### src/if_pkg.sv
package if_pkg;

  ////////////////////////////////////////////////////////////
  // basic types
  ////////////////////////////////////////////////////////////

  // byte address on the instruction bus
  typedef logic [31:0] addr_t;

  // one fetched instruction word
  typedef logic [31:0] instr_t;

  // interrupt number used for vectored mtvec
  typedef logic [4:0] irq_id_t;

  ////////////////////////////////////////////////////////////
  // selectors driven by the controller
  ////////////////////////////////////////////////////////////

  // source of the next fetch address on a redirect
  typedef enum logic [2:0] {
    PC_BOOT = 3'd0,
    PC_JUMP = 3'd1,
    PC_EXC  = 3'd2,
    PC_ERET = 3'd3,
    PC_DRET = 3'd4
  } pc_sel_e;

  // which vector to take when pc_sel_e is PC_EXC
  typedef enum logic [1:0] {
    EXC_PC_EXC     = 2'd0,
    EXC_PC_IRQ     = 2'd1,
    EXC_PC_DBD     = 2'd2,
    EXC_PC_DBG_EXC = 2'd3
  } exc_pc_sel_e;

  // low byte of the boot pc, upper bits come from boot_addr_i
  localparam logic [7:0] BootOffset = 8'h80;
  // mtvec base is 256-byte aligned in vectored mode
  localparam int unsigned VecAlignBits = 8;
  // word fetch only, so every sequential step is one word
  localparam int unsigned InstrBytes = 4;

endpackage

### src/if_pc_select.sv
`timescale 1ns/1ns

module if_pc_select import if_pkg::*; #(
  parameter addr_t DmHaltAddr      = 32'h1A110800,
  parameter addr_t DmExceptionAddr = 32'h1A110808
) (
  input  pc_sel_e     pc_mux_i,
  input  exc_pc_sel_e exc_pc_mux_i,
  input  irq_id_t     irq_id_i,
  input  addr_t       boot_addr_i,
  input  addr_t       branch_target_i,
  input  addr_t       csr_mepc_i,
  input  addr_t       csr_depc_i,
  input  addr_t       csr_mtvec_i,
  output addr_t       fetch_addr_o
);

  addr_t mtvec_base;
  addr_t irq_offset;
  addr_t exc_pc;
  addr_t sel_addr;

  // mtvec base with the mode bits and the low byte stripped
  assign mtvec_base = {csr_mtvec_i[31:VecAlignBits], {VecAlignBits{1'b0}}};
  // one jump instruction per vector table entry
  assign irq_offset = addr_t'(irq_id_i) * addr_t'(InstrBytes);

  // exception / interrupt / debug entry point
  always_comb begin
    unique case (exc_pc_mux_i)
      EXC_PC_EXC:     exc_pc = mtvec_base;
      // mtvec bit 0 set selects vectored mode
      EXC_PC_IRQ:     exc_pc = csr_mtvec_i[0] ? (mtvec_base + irq_offset) : mtvec_base;
      EXC_PC_DBD:     exc_pc = DmHaltAddr;
      EXC_PC_DBG_EXC: exc_pc = DmExceptionAddr;
      default:        exc_pc = mtvec_base;
    endcase
  end

  // next fetch address
  always_comb begin
    unique case (pc_mux_i)
      PC_BOOT: sel_addr = {boot_addr_i[31:8], BootOffset};
      PC_JUMP: sel_addr = branch_target_i;
      PC_EXC:  sel_addr = exc_pc;
      // return from trap handler
      PC_ERET: sel_addr = csr_mepc_i;
      // return from debug mode
      PC_DRET: sel_addr = csr_depc_i;
      default: sel_addr = {boot_addr_i[31:8], BootOffset};
    endcase
  end

  // fetches are whole words, drop the byte offset
  assign fetch_addr_o = {sel_addr[31:2], 2'b00};

endmodule

### src/if_fetch_fsm.sv
`timescale 1ns/1ns

module if_fetch_fsm import if_pkg::*; #(
  parameter int unsigned FifoDepth      = 3,
  parameter int unsigned MaxOutstanding = 2
) (
  input  logic       clk_i,
  input  logic       rst_ni,
  input  logic       req_i,
  input  logic       pc_set_i,
  input  addr_t      fetch_addr_i,
  input  logic       instr_gnt_i,
  input  logic [1:0] outstanding_i,
  input  logic [2:0] fifo_count_i,
  output logic       instr_req_o,
  output addr_t      instr_addr_o,
  output logic       grant_o,
  output logic       grant_stale_o,
  output logic       busy_o
);

  typedef enum logic [1:0] {
    IDLE,
    WAIT_GNT,
    WAIT_GNT_STALE
  } fetch_state_e;

  fetch_state_e state_q, state_d;
  addr_t        fetch_addr_q;
  addr_t        stale_addr_q;
  logic         started_q;
  logic [3:0]   fill;
  logic         can_req;

  // slots already claimed in the fifo, counting responses still on the bus
  assign fill = {2'b00, outstanding_i} + {1'b0, fifo_count_i};

  // new request only with a known address and room for its response
  // no issue in a redirect cycle, the address is about to change
  assign can_req = req_i & started_q & ~pc_set_i &
                   (outstanding_i < 2'(MaxOutstanding)) &
                   (fill < 4'(FifoDepth));

  // once raised the request stays up until granted
  assign instr_req_o  = (state_q != IDLE) | can_req;
  assign instr_addr_o = (state_q == WAIT_GNT_STALE) ? stale_addr_q : fetch_addr_q;

  assign grant_o       = instr_req_o & instr_gnt_i;
  assign grant_stale_o = (state_q == WAIT_GNT_STALE) & instr_gnt_i;
  assign busy_o        = (state_q != IDLE);

  always_comb begin
    state_d = state_q;
    unique case (state_q)
      IDLE: begin
        if (can_req && !instr_gnt_i) begin
          state_d = WAIT_GNT;
        end
      end
      WAIT_GNT: begin
        if (instr_gnt_i) begin
          state_d = IDLE;
        end else if (pc_set_i) begin
          // redirect while waiting, keep the old request but mark it
          state_d = WAIT_GNT_STALE;
        end
      end
      WAIT_GNT_STALE: begin
        if (instr_gnt_i) begin
          state_d = IDLE;
        end
      end
      default: state_d = IDLE;
    endcase
  end

  always_ff @(posedge clk_i or negedge rst_ni) begin
    if (!rst_ni) begin
      state_q      <= IDLE;
      started_q    <= 1'b0;
      fetch_addr_q <= '0;
    end else begin
      state_q <= state_d;
      // nothing is fetched before the first redirect (boot)
      if (pc_set_i) begin
        started_q <= 1'b1;
      end
      if (pc_set_i) begin
        fetch_addr_q <= fetch_addr_i;
      end else if (grant_o && state_q != WAIT_GNT_STALE) begin
        fetch_addr_q <= fetch_addr_q + addr_t'(InstrBytes);
      end
    end
  end

  // address of the pending request frozen at the redirect
  always_ff @(posedge clk_i) begin
    if (state_q == WAIT_GNT && state_d == WAIT_GNT_STALE) begin
      stale_addr_q <= fetch_addr_q;
    end
  end

endmodule

### src/if_rsp_counter.sv
`timescale 1ns/1ns

module if_rsp_counter #(
  parameter int unsigned MaxOutstanding = 2
) (
  input  logic       clk_i,
  input  logic       rst_ni,
  input  logic       grant_i,
  input  logic       grant_stale_i,
  input  logic       pc_set_i,
  input  logic       instr_rvalid_i,
  output logic [1:0] outstanding_o,
  output logic       rsp_discard_o,
  output logic       busy_o
);

  logic [1:0] outstanding_q, outstanding_d;
  logic [1:0] discard_q, discard_d;
  logic       inc;

  // the fsm never issues past the limit, count saturates there
  assign inc = grant_i & (outstanding_q != 2'(MaxOutstanding));

  always_comb begin
    outstanding_d = outstanding_q;
    if (inc && !instr_rvalid_i) begin
      outstanding_d = outstanding_q + 2'd1;
    end else if (!inc && instr_rvalid_i) begin
      outstanding_d = outstanding_q - 2'd1;
    end
  end

  // responses still to be dropped, oldest first
  always_comb begin
    discard_d = discard_q;
    if (pc_set_i) begin
      // everything still on the bus after this edge is stale
      discard_d = outstanding_d;
    end else begin
      if (rsp_discard_o) begin
        discard_d = discard_d - 2'd1;
      end
      if (grant_stale_i) begin
        discard_d = discard_d + 2'd1;
      end
    end
  end

  assign rsp_discard_o = instr_rvalid_i & (discard_q != 2'd0);
  assign outstanding_o = outstanding_q;
  assign busy_o        = (outstanding_q != 2'd0);

  always_ff @(posedge clk_i or negedge rst_ni) begin
    if (!rst_ni) begin
      outstanding_q <= 2'd0;
      discard_q     <= 2'd0;
    end else begin
      outstanding_q <= outstanding_d;
      discard_q     <= discard_d;
    end
  end

endmodule

### src/if_fetch_fifo.sv
`timescale 1ns/1ns

module if_fetch_fifo import if_pkg::*; #(
  parameter int unsigned FifoDepth = 3
) (
  input  logic       clk_i,
  input  logic       rst_ni,
  input  logic       flush_i,
  input  addr_t      flush_addr_i,
  input  logic       push_i,
  input  instr_t     rdata_i,
  input  logic       err_i,
  input  logic       ready_i,
  output logic       valid_o,
  output instr_t     rdata_o,
  output addr_t      addr_o,
  output logic       err_o,
  output logic [2:0] count_o
);

  localparam int unsigned PtrW = $clog2(FifoDepth);

  instr_t            rdata_mem [FifoDepth];
  logic              err_mem   [FifoDepth];
  logic [PtrW-1:0]   wr_ptr_q;
  logic [PtrW-1:0]   rd_ptr_q;
  logic [2:0]        count_q;
  addr_t             addr_q;
  logic              pop;

  // pointer step with wrap for depths that are not a power of two
  function automatic logic [PtrW-1:0] ptr_inc(input logic [PtrW-1:0] ptr);
    if (ptr == PtrW'(FifoDepth - 1)) begin
      return '0;
    end
    return ptr + 1'b1;
  endfunction

  assign valid_o = (count_q != 3'd0);
  assign pop     = valid_o & ready_i;
  assign rdata_o = rdata_mem[rd_ptr_q];
  assign err_o   = err_mem[rd_ptr_q];
  assign addr_o  = addr_q;
  assign count_o = count_q;

  // pointers and count, flush wins over push and pop
  always_ff @(posedge clk_i or negedge rst_ni) begin
    if (!rst_ni) begin
      wr_ptr_q <= '0;
      rd_ptr_q <= '0;
      count_q  <= 3'd0;
      addr_q   <= '0;
    end else if (flush_i) begin
      wr_ptr_q <= '0;
      rd_ptr_q <= '0;
      count_q  <= 3'd0;
      addr_q   <= flush_addr_i;
    end else begin
      if (push_i) begin
        wr_ptr_q <= ptr_inc(wr_ptr_q);
      end
      if (pop) begin
        rd_ptr_q <= ptr_inc(rd_ptr_q);
        // head address follows the sequential stream
        addr_q   <= addr_q + addr_t'(InstrBytes);
      end
      if (push_i && !pop) begin
        count_q <= count_q + 3'd1;
      end else if (!push_i && pop) begin
        count_q <= count_q - 3'd1;
      end
    end
  end

  // storage
  always_ff @(posedge clk_i) begin
    if (push_i && !flush_i) begin
      rdata_mem[wr_ptr_q] <= rdata_i;
      err_mem[wr_ptr_q]   <= err_i;
    end
  end

endmodule

### src/if_id_reg.sv
`timescale 1ns/1ns

module if_id_reg import if_pkg::*; (
  input  logic   clk_i,
  input  logic   rst_ni,
  input  logic   fetch_valid_i,
  input  instr_t fetch_rdata_i,
  input  addr_t  fetch_addr_i,
  input  logic   fetch_err_i,
  input  logic   id_in_ready_i,
  input  logic   pc_set_i,
  input  logic   instr_valid_clear_i,
  output logic   fetch_ready_o,
  output logic   instr_valid_id_o,
  output logic   instr_new_id_o,
  output instr_t instr_rdata_id_o,
  output logic   instr_fetch_err_o,
  output addr_t  pc_id_o,
  output logic   pc_mismatch_alert_o
);

  logic  accept;
  logic  valid_d;
  logic  new_d;
  logic  prev_seq_q, prev_seq_d;
  addr_t pc_id_incr;

  assign fetch_ready_o = id_in_ready_i;
  assign accept        = fetch_valid_i & id_in_ready_i;

  // an entry taken in a redirect cycle is squashed
  assign new_d   = accept & ~pc_set_i;
  // valid holds until the controller clears it
  assign valid_d = new_d | (instr_valid_id_o & ~instr_valid_clear_i);

  ////////////////////////////////////////////////////////////
  // pc increment hardening
  ////////////////////////////////////////////////////////////

  // sequential unless a redirect or a bus error broke the stream
  assign prev_seq_d = (prev_seq_q | new_d) & ~pc_set_i & ~(accept & fetch_err_i);
  assign pc_id_incr = pc_id_o + addr_t'(InstrBytes);

  // if pc must be one word past the instruction in id
  assign pc_mismatch_alert_o = prev_seq_q & (fetch_addr_i != pc_id_incr);

  always_ff @(posedge clk_i or negedge rst_ni) begin
    if (!rst_ni) begin
      instr_valid_id_o <= 1'b0;
      instr_new_id_o   <= 1'b0;
      prev_seq_q       <= 1'b0;
    end else begin
      instr_valid_id_o <= valid_d;
      instr_new_id_o   <= new_d;
      prev_seq_q       <= prev_seq_d;
    end
  end

  // pipeline data, frozen while id stalls
  always_ff @(posedge clk_i) begin
    if (new_d) begin
      instr_rdata_id_o  <= fetch_rdata_i;
      instr_fetch_err_o <= fetch_err_i;
      pc_id_o           <= fetch_addr_i;
    end
  end

endmodule

### src/if_stage.sv
`timescale 1ns/1ns

module if_stage import if_pkg::*; #(
  parameter addr_t       DmHaltAddr      = 32'h1A110800,
  parameter addr_t       DmExceptionAddr = 32'h1A110808,
  parameter int unsigned FifoDepth       = 3,
  parameter int unsigned MaxOutstanding  = 2
) (
  input  logic        clk_i,
  input  logic        rst_ni,

  // controller requests
  input  logic        req_i,
  input  logic        pc_set_i,
  input  pc_sel_e     pc_mux_i,
  input  exc_pc_sel_e exc_pc_mux_i,
  input  irq_id_t     irq_id_i,
  input  addr_t       boot_addr_i,
  input  addr_t       branch_target_i,
  input  addr_t       csr_mepc_i,
  input  addr_t       csr_depc_i,
  input  addr_t       csr_mtvec_i,
  input  logic        instr_valid_clear_i,
  input  logic        id_in_ready_i,

  // instruction bus
  output logic        instr_req_o,
  output addr_t       instr_addr_o,
  input  logic        instr_gnt_i,
  input  logic        instr_rvalid_i,
  input  instr_t      instr_rdata_i,
  input  logic        instr_err_i,

  // to the id stage
  output logic        instr_valid_id_o,
  output logic        instr_new_id_o,
  output instr_t      instr_rdata_id_o,
  output logic        instr_fetch_err_o,
  output addr_t       pc_id_o,
  output addr_t       pc_if_o,
  output logic        pc_mismatch_alert_o,
  output logic        if_busy_o,
  output logic        csr_mtvec_init_o
);

  addr_t      fetch_addr_n;
  logic       fetch_valid;
  logic       fetch_ready;
  instr_t     fetch_rdata;
  addr_t      fetch_addr;
  logic       fetch_err;
  logic [2:0] fifo_count;
  logic [1:0] outstanding;
  logic       grant;
  logic       grant_stale;
  logic       rsp_discard;
  logic       fifo_push;
  logic       fsm_busy;
  logic       cnt_busy;

  // csr file loads mtvec at boot
  assign csr_mtvec_init_o = pc_set_i & (pc_mux_i == PC_BOOT);
  assign if_busy_o        = fsm_busy | cnt_busy;
  assign pc_if_o          = fetch_addr;

  // drop responses of flushed requests
  assign fifo_push = instr_rvalid_i & ~rsp_discard;

  if_pc_select #(
    .DmHaltAddr     (DmHaltAddr),
    .DmExceptionAddr(DmExceptionAddr)
  ) i_pc_select (
    .pc_mux_i       (pc_mux_i),
    .exc_pc_mux_i   (exc_pc_mux_i),
    .irq_id_i       (irq_id_i),
    .boot_addr_i    (boot_addr_i),
    .branch_target_i(branch_target_i),
    .csr_mepc_i     (csr_mepc_i),
    .csr_depc_i     (csr_depc_i),
    .csr_mtvec_i    (csr_mtvec_i),
    .fetch_addr_o   (fetch_addr_n)
  );

  if_fetch_fsm #(
    .FifoDepth     (FifoDepth),
    .MaxOutstanding(MaxOutstanding)
  ) i_fetch_fsm (
    .clk_i        (clk_i),
    .rst_ni       (rst_ni),
    .req_i        (req_i),
    .pc_set_i     (pc_set_i),
    .fetch_addr_i (fetch_addr_n),
    .instr_gnt_i  (instr_gnt_i),
    .outstanding_i(outstanding),
    .fifo_count_i (fifo_count),
    .instr_req_o  (instr_req_o),
    .instr_addr_o (instr_addr_o),
    .grant_o      (grant),
    .grant_stale_o(grant_stale),
    .busy_o       (fsm_busy)
  );

  if_rsp_counter #(
    .MaxOutstanding(MaxOutstanding)
  ) i_rsp_counter (
    .clk_i         (clk_i),
    .rst_ni        (rst_ni),
    .grant_i       (grant),
    .grant_stale_i (grant_stale),
    .pc_set_i      (pc_set_i),
    .instr_rvalid_i(instr_rvalid_i),
    .outstanding_o (outstanding),
    .rsp_discard_o (rsp_discard),
    .busy_o        (cnt_busy)
  );

  if_fetch_fifo #(
    .FifoDepth(FifoDepth)
  ) i_fetch_fifo (
    .clk_i       (clk_i),
    .rst_ni      (rst_ni),
    .flush_i     (pc_set_i),
    .flush_addr_i(fetch_addr_n),
    .push_i      (fifo_push),
    .rdata_i     (instr_rdata_i),
    .err_i       (instr_err_i),
    .ready_i     (fetch_ready),
    .valid_o     (fetch_valid),
    .rdata_o     (fetch_rdata),
    .addr_o      (fetch_addr),
    .err_o       (fetch_err),
    .count_o     (fifo_count)
  );

  if_id_reg i_id_reg (
    .clk_i              (clk_i),
    .rst_ni             (rst_ni),
    .fetch_valid_i      (fetch_valid),
    .fetch_rdata_i      (fetch_rdata),
    .fetch_addr_i       (fetch_addr),
    .fetch_err_i        (fetch_err),
    .id_in_ready_i      (id_in_ready_i),
    .pc_set_i           (pc_set_i),
    .instr_valid_clear_i(instr_valid_clear_i),
    .fetch_ready_o      (fetch_ready),
    .instr_valid_id_o   (instr_valid_id_o),
    .instr_new_id_o     (instr_new_id_o),
    .instr_rdata_id_o   (instr_rdata_id_o),
    .instr_fetch_err_o  (instr_fetch_err_o),
    .pc_id_o            (pc_id_o),
    .pc_mismatch_alert_o(pc_mismatch_alert_o)
  );

endmodule

### config.mk
export PLATFORM = sky130hd
export DESIGN_NAME = if_stage
export DESIGN_NICKNAME = d
export VERILOG_FILES = /design/src/if_pkg.sv /design/src/if_pc_select.sv /design/src/if_fetch_fsm.sv /design/src/if_rsp_counter.sv /design/src/if_fetch_fifo.sv /design/src/if_id_reg.sv /design/src/if_stage.sv
export SDC_FILE = /design/constraint.sdc
export NUM_CORES = 1
export LEC_CHECK = 0
export BUFFER_PORTS_ARGS = -buffer_cell sky130_fd_sc_hd__buf_2
export CAP_MARGIN = 20
export CORE_MARGIN = 2
export CORE_UTILIZATION = 35
export DETAILED_ROUTE_END_ITERATION = 7
export PLACE_DENSITY = 0.56
export SYNTH_ARGS = -nofsm -noshare
export SYNTH_HDL_FRONTEND = slang
export SYNTH_SLANG_ARGS = --single-unit
export TNS_END_PERCENT = 5
### constraint.sdc
create_clock -name clk_i -period 5.42 [get_ports clk_i]
set_input_delay 0.542 -clock clk_i [delete_from_list [all_inputs] [get_ports clk_i]]
set_output_delay 0.542 -clock clk_i [all_outputs]
set_load 0.05 [all_outputs]
==> flow_summary_export.csv <==
group,metric,value,unit
synth,synthArstFlopShare,28.6,%
power_and_ir_drop,p_leak,0.00664,uW
worst_setup_path,ff2ff_path_depth,10,
worst_setup_path,critPathKind,"flop to output port",
synth,synth-edff-count,192,
sta,finalCritPeriodShare,82.2,%
sta,period_needed,4.45,ns
die,start_util,35.4,%
final_layout,n_antenna_cell,0,
place,dp_hpwl,31.2,mm
global_routing,grtUsageTotal,21.1,%
worst_setup_path,critPathRequiredTime,4.88,ns
die,die_h,201,um
worst_setup_path,end_kind,"output port",
final_layout,fill_cells,3722,
synth,yosysUniqueCellTypes,85,
final_layout,syn_to_final_growth,23.6,%
worst_setup_path,reg2reg_to,"i_fetch_fsm.fetch_addr_q[24]$_DFFE_PN0P_",
final_layout,nets,1760,
worst_setup_path,cp_max_fo,9,
global_routing,first_global_vias,10835,
die,core,0.0386,mm2
worst_setup_path,crit_path_start_kind,"flop",
sta,rsz0062_at_grt,"no",
clocking,cts-root-buf,"clkbuf_16",
worst_setup_path,crit_arrival,3.91,ns
synth,yosysTopAreaCellShare,42.3,%
global_routing,grt_max_degree,70,
power_and_ir_drop,peakVddDrop,0.290,mV
drt,routed_via_density,5.37,
sta,fin_worst_skew,0.0461,ns
worst_setup_path,r2r_slack,2.07,ns
sta,finalHoldViolCount,0,
power_and_ir_drop,power_density,407,mW/mm2
drt,routed_wl,43.5,mm
clocking,clock-sinks,269,
synth,yosysSeqAreaShare,56.4,%
worst_hold_path,whs_endpoint,"i_id_reg.instr_valid_id_o$_DFF_PN0_",
clocking,cts_tree,"yes",
clocking,cts_buffers,30,
synth,synthTopCellsByCount,"edfxtp_1, nand2_1, o21ai_0, a21oi_1, dfrtp_1",
drt,wire_per_inst,20.9,um
synth,synth-seq-cells,269,
sta,report.final.slew_viol_count,0,
drt,ant_nets,0,
worst_setup_path,r2r_start,"i_fetch_fifo.count_o[0]$_DFFE_PN0P_",
clocking,cts_resized,0,
clocking,htreeDepth,1,
sta,finalSetupTns,0,ns
die,ios,346,
global_routing,gr-total-overflow,0,
die,die_w,201,um
synth,yosysMostFrequentCell,"edfxtp_1",
synth,synth_cells,1235,
sta,relSlewSlack,28.4,%
drt,vias,11181,
clocking,cts_buffer_depth,3,
sta,setup_viol_count_final,0,
synth,yosys_most_used_dff,"edfxtp_1",
worst_hold_path,min_from,"instr_valid_clear_i",
global_routing,grt_pass1_wl,66.6,mm
synth,synth_area_leaders,"edfxtp_1, dfrtp_1, nand2_1",
place,dp_slack,1.62,ns
place,gp_congestion,0.887,
drt,detail_route.first_pass.iterations,5,
synth,syn_area_per_cell,11.0,um2
die,die-area,0.0406,mm2
clocking,clock_latency,0.60,ns
global_routing,antenna_found_initial,3,
drt,drc,0,
place,numPortBuffers,318,
die,rows,72,
synth,yosysWarnings,0,
outcome,outcome,"finished clean",
clocking,cts_setup_buffers,0,
clocking,clkTransAtPathRegs,0.06,ns
sta,worst_pin_slew,1.06,ns
sta,fmax,224,MHz
synth,synth_top_area_cell,"edfxtp_1",
sta,final.setup.worst_slack,0.966,ns
final_layout,final_layout_size_suffix_gt1_share,29.2,%
synth,synth_area,0.0136,mm2
drt,drt_iter0_markers,769,
power_and_ir_drop,power.total,6870,uW
worst_hold_path,holdPathStages,2,
flow_run,maxCapViolations,0,
worst_hold_path,hp-class,"input port to flop",
## layout by cell type, fill, tap and decap left out, types with 5 or more instances in the layout
master     count
mux2i_1       41
and2_1         9
nand2_1      143
a222oi_1      11
xor2_1        21
a31oi_1       13
a21o_1        12
clkbuf_16     31
and4_1        10
ha_1           8
nand3_1       37
buf_4         24
mux2_2        27
o21a_1        10
clkbuf_1       6
buf_2        317
a22oi_1       34
a221oi_1       6
o21ai_0       94
bufinv_16      5
nor2b_1        7
and3_1        19
nand4_1       14
nor3_1        17
nor2_1        68
a41oi_1        5
clkinv_1       7
conb_1         6
or2_2         14
a2bb2oi_1      9
a21oi_1       86
edfxtp_1     192
dfrtp_1       75
inv_1         22
o22a_1        19
xnor2_1       39
## worst max-delay path by stage
stage	startpoint	end	cells past startpoint
after CTS	i_id_reg.pc_id_o[2]$_DFFE_PP_	pc_mismatch_alert_o	9
after floorplan	pc_set_i	i_fetch_fifo.err_mem[1]$_DFFE_PP_	4
after global routing	i_id_reg.pc_id_o[2]$_DFFE_PP_	pc_mismatch_alert_o	9
final	i_id_reg.pc_id_o[2]$_DFFE_PP_	pc_mismatch_alert_o	9
after detailed placement	i_id_reg.pc_id_o[2]$_DFFE_PP_	pc_mismatch_alert_o	9
after global placement	i_id_reg.pc_id_o[2]$_DFFE_PP_	pc_mismatch_alert_o	9
## where the power goes
| group | internal [uW] | switching (uW) |
|---|---|---|
| clock network | 1300 | 846 |
| registers | 2490 | 264 |
| logic | 603 | 1370 |
## metal layers
| layer | wire, um | up-vias | global-route usage (%) | share of wire (%) |
|---|---|---|---|---|
| met5 | 36 | - | 0 | 0.083 |
| met4 | 1010 | 6 | 4.91 | 2.3 |
| met1 | 19100 | 5491 | 28.6 | 44 |
| met3 | 2840 | 67 | 4.60 | 6.5 |
| met2 | 20500 | 364 | 34.6 | 47 |
| li1 | - | 5253 | - | - |
## flip-flops by register name, indices dropped and copies added, names as in the netlist
| signal | flops |
|---|---|
| i_fetch_fifo.addr_o | 30 |
| i_fetch_fifo.count_o | 3 |
| i_fetch_fifo.err_mem | 3 |
| i_fetch_fifo.rd_ptr_q | 2 |
| i_fetch_fifo.rdata_mem | 96 |
| i_fetch_fifo.wr_ptr_q | 2 |
| i_fetch_fsm.fetch_addr_q | 30 |
| i_fetch_fsm.stale_addr_q | 30 |
| i_fetch_fsm.started_q | 1 |
| i_fetch_fsm.state_q | 2 |
| i_id_reg.instr_fetch_err_o | 1 |
| i_id_reg.instr_new_id_o | 1 |
| i_id_reg.instr_rdata_id_o | 32 |
| i_id_reg.instr_valid_id_o | 1 |
| i_id_reg.pc_id_o | 30 |
| i_id_reg.prev_seq_q | 1 |
| i_rsp_counter.discard_q | 2 |
| i_rsp_counter.outstanding_o | 2 |
## kinds of logic after synthesis
| kind of cell | share of synthesized area [%] |
|---|---|
| AO/OA/AOI/OAI | 16.6 |
| other | 0.0275 |
| buffers and inverters | 2.99 |
| AND/OR/NAND/NOR | 13.9 |
| multiplexers | 5.24 |
| adder cells (fa/ha/maj) | 1.03 |
| XOR/XNOR | 3.85 |
| flip-flops | 56.4 |
## cell type report
class | count | area, um2 | area share, %
Inverter | 23 | 86.3 | 0.512
Tap cell | 518 | 648 | 3.84
Clock buffer | 38 | 812 | 4.81
Multi-Input combinational cell | 873 | 5600 | 33.2
Timing Repair Buffer | 342 | 1780 | 10.5
Clock inverter | 18 | 243 | 1.44
Sequential cell | 269 | 7690 | 45.6
## worst max-delay path, cell delays in order (launching register included)
cell,delay (ns)
edfxtp_1,0.57
ha_1,0.42
nand4_1,0.33
nor3_2,0.53
xnor2_1,0.14
a2111oi_0,0.52
and3_2,0.25
and4_1,0.19
a31oi_1,0.12
buf_2,0.25
## metrics by stage
stage / cell area [um2] / util, % / hold slack (ns) / std cells
floorplan: 13700 / - / 0.246 / 1240
global placement: 15800 / 41.0 / 0.453 / 2023
detailed placement: 15800 / 41.0 / 0.452 / 2023
CTS: 16900 / 43.7 / 0.0986 / 2080
global route: 16900 / 43.7 / 0.102 / 2081
finish: 16900 / 43.7 / 0.128 / 2081
## what timing repair did
item                                    in CTS  in global routing
endpoints found under the hold margin       30                  0
endpoints found under the setup margin       0                  0
hold buffers                                 1                  0
Note: power is estimated with default switching activity, not from simulation.
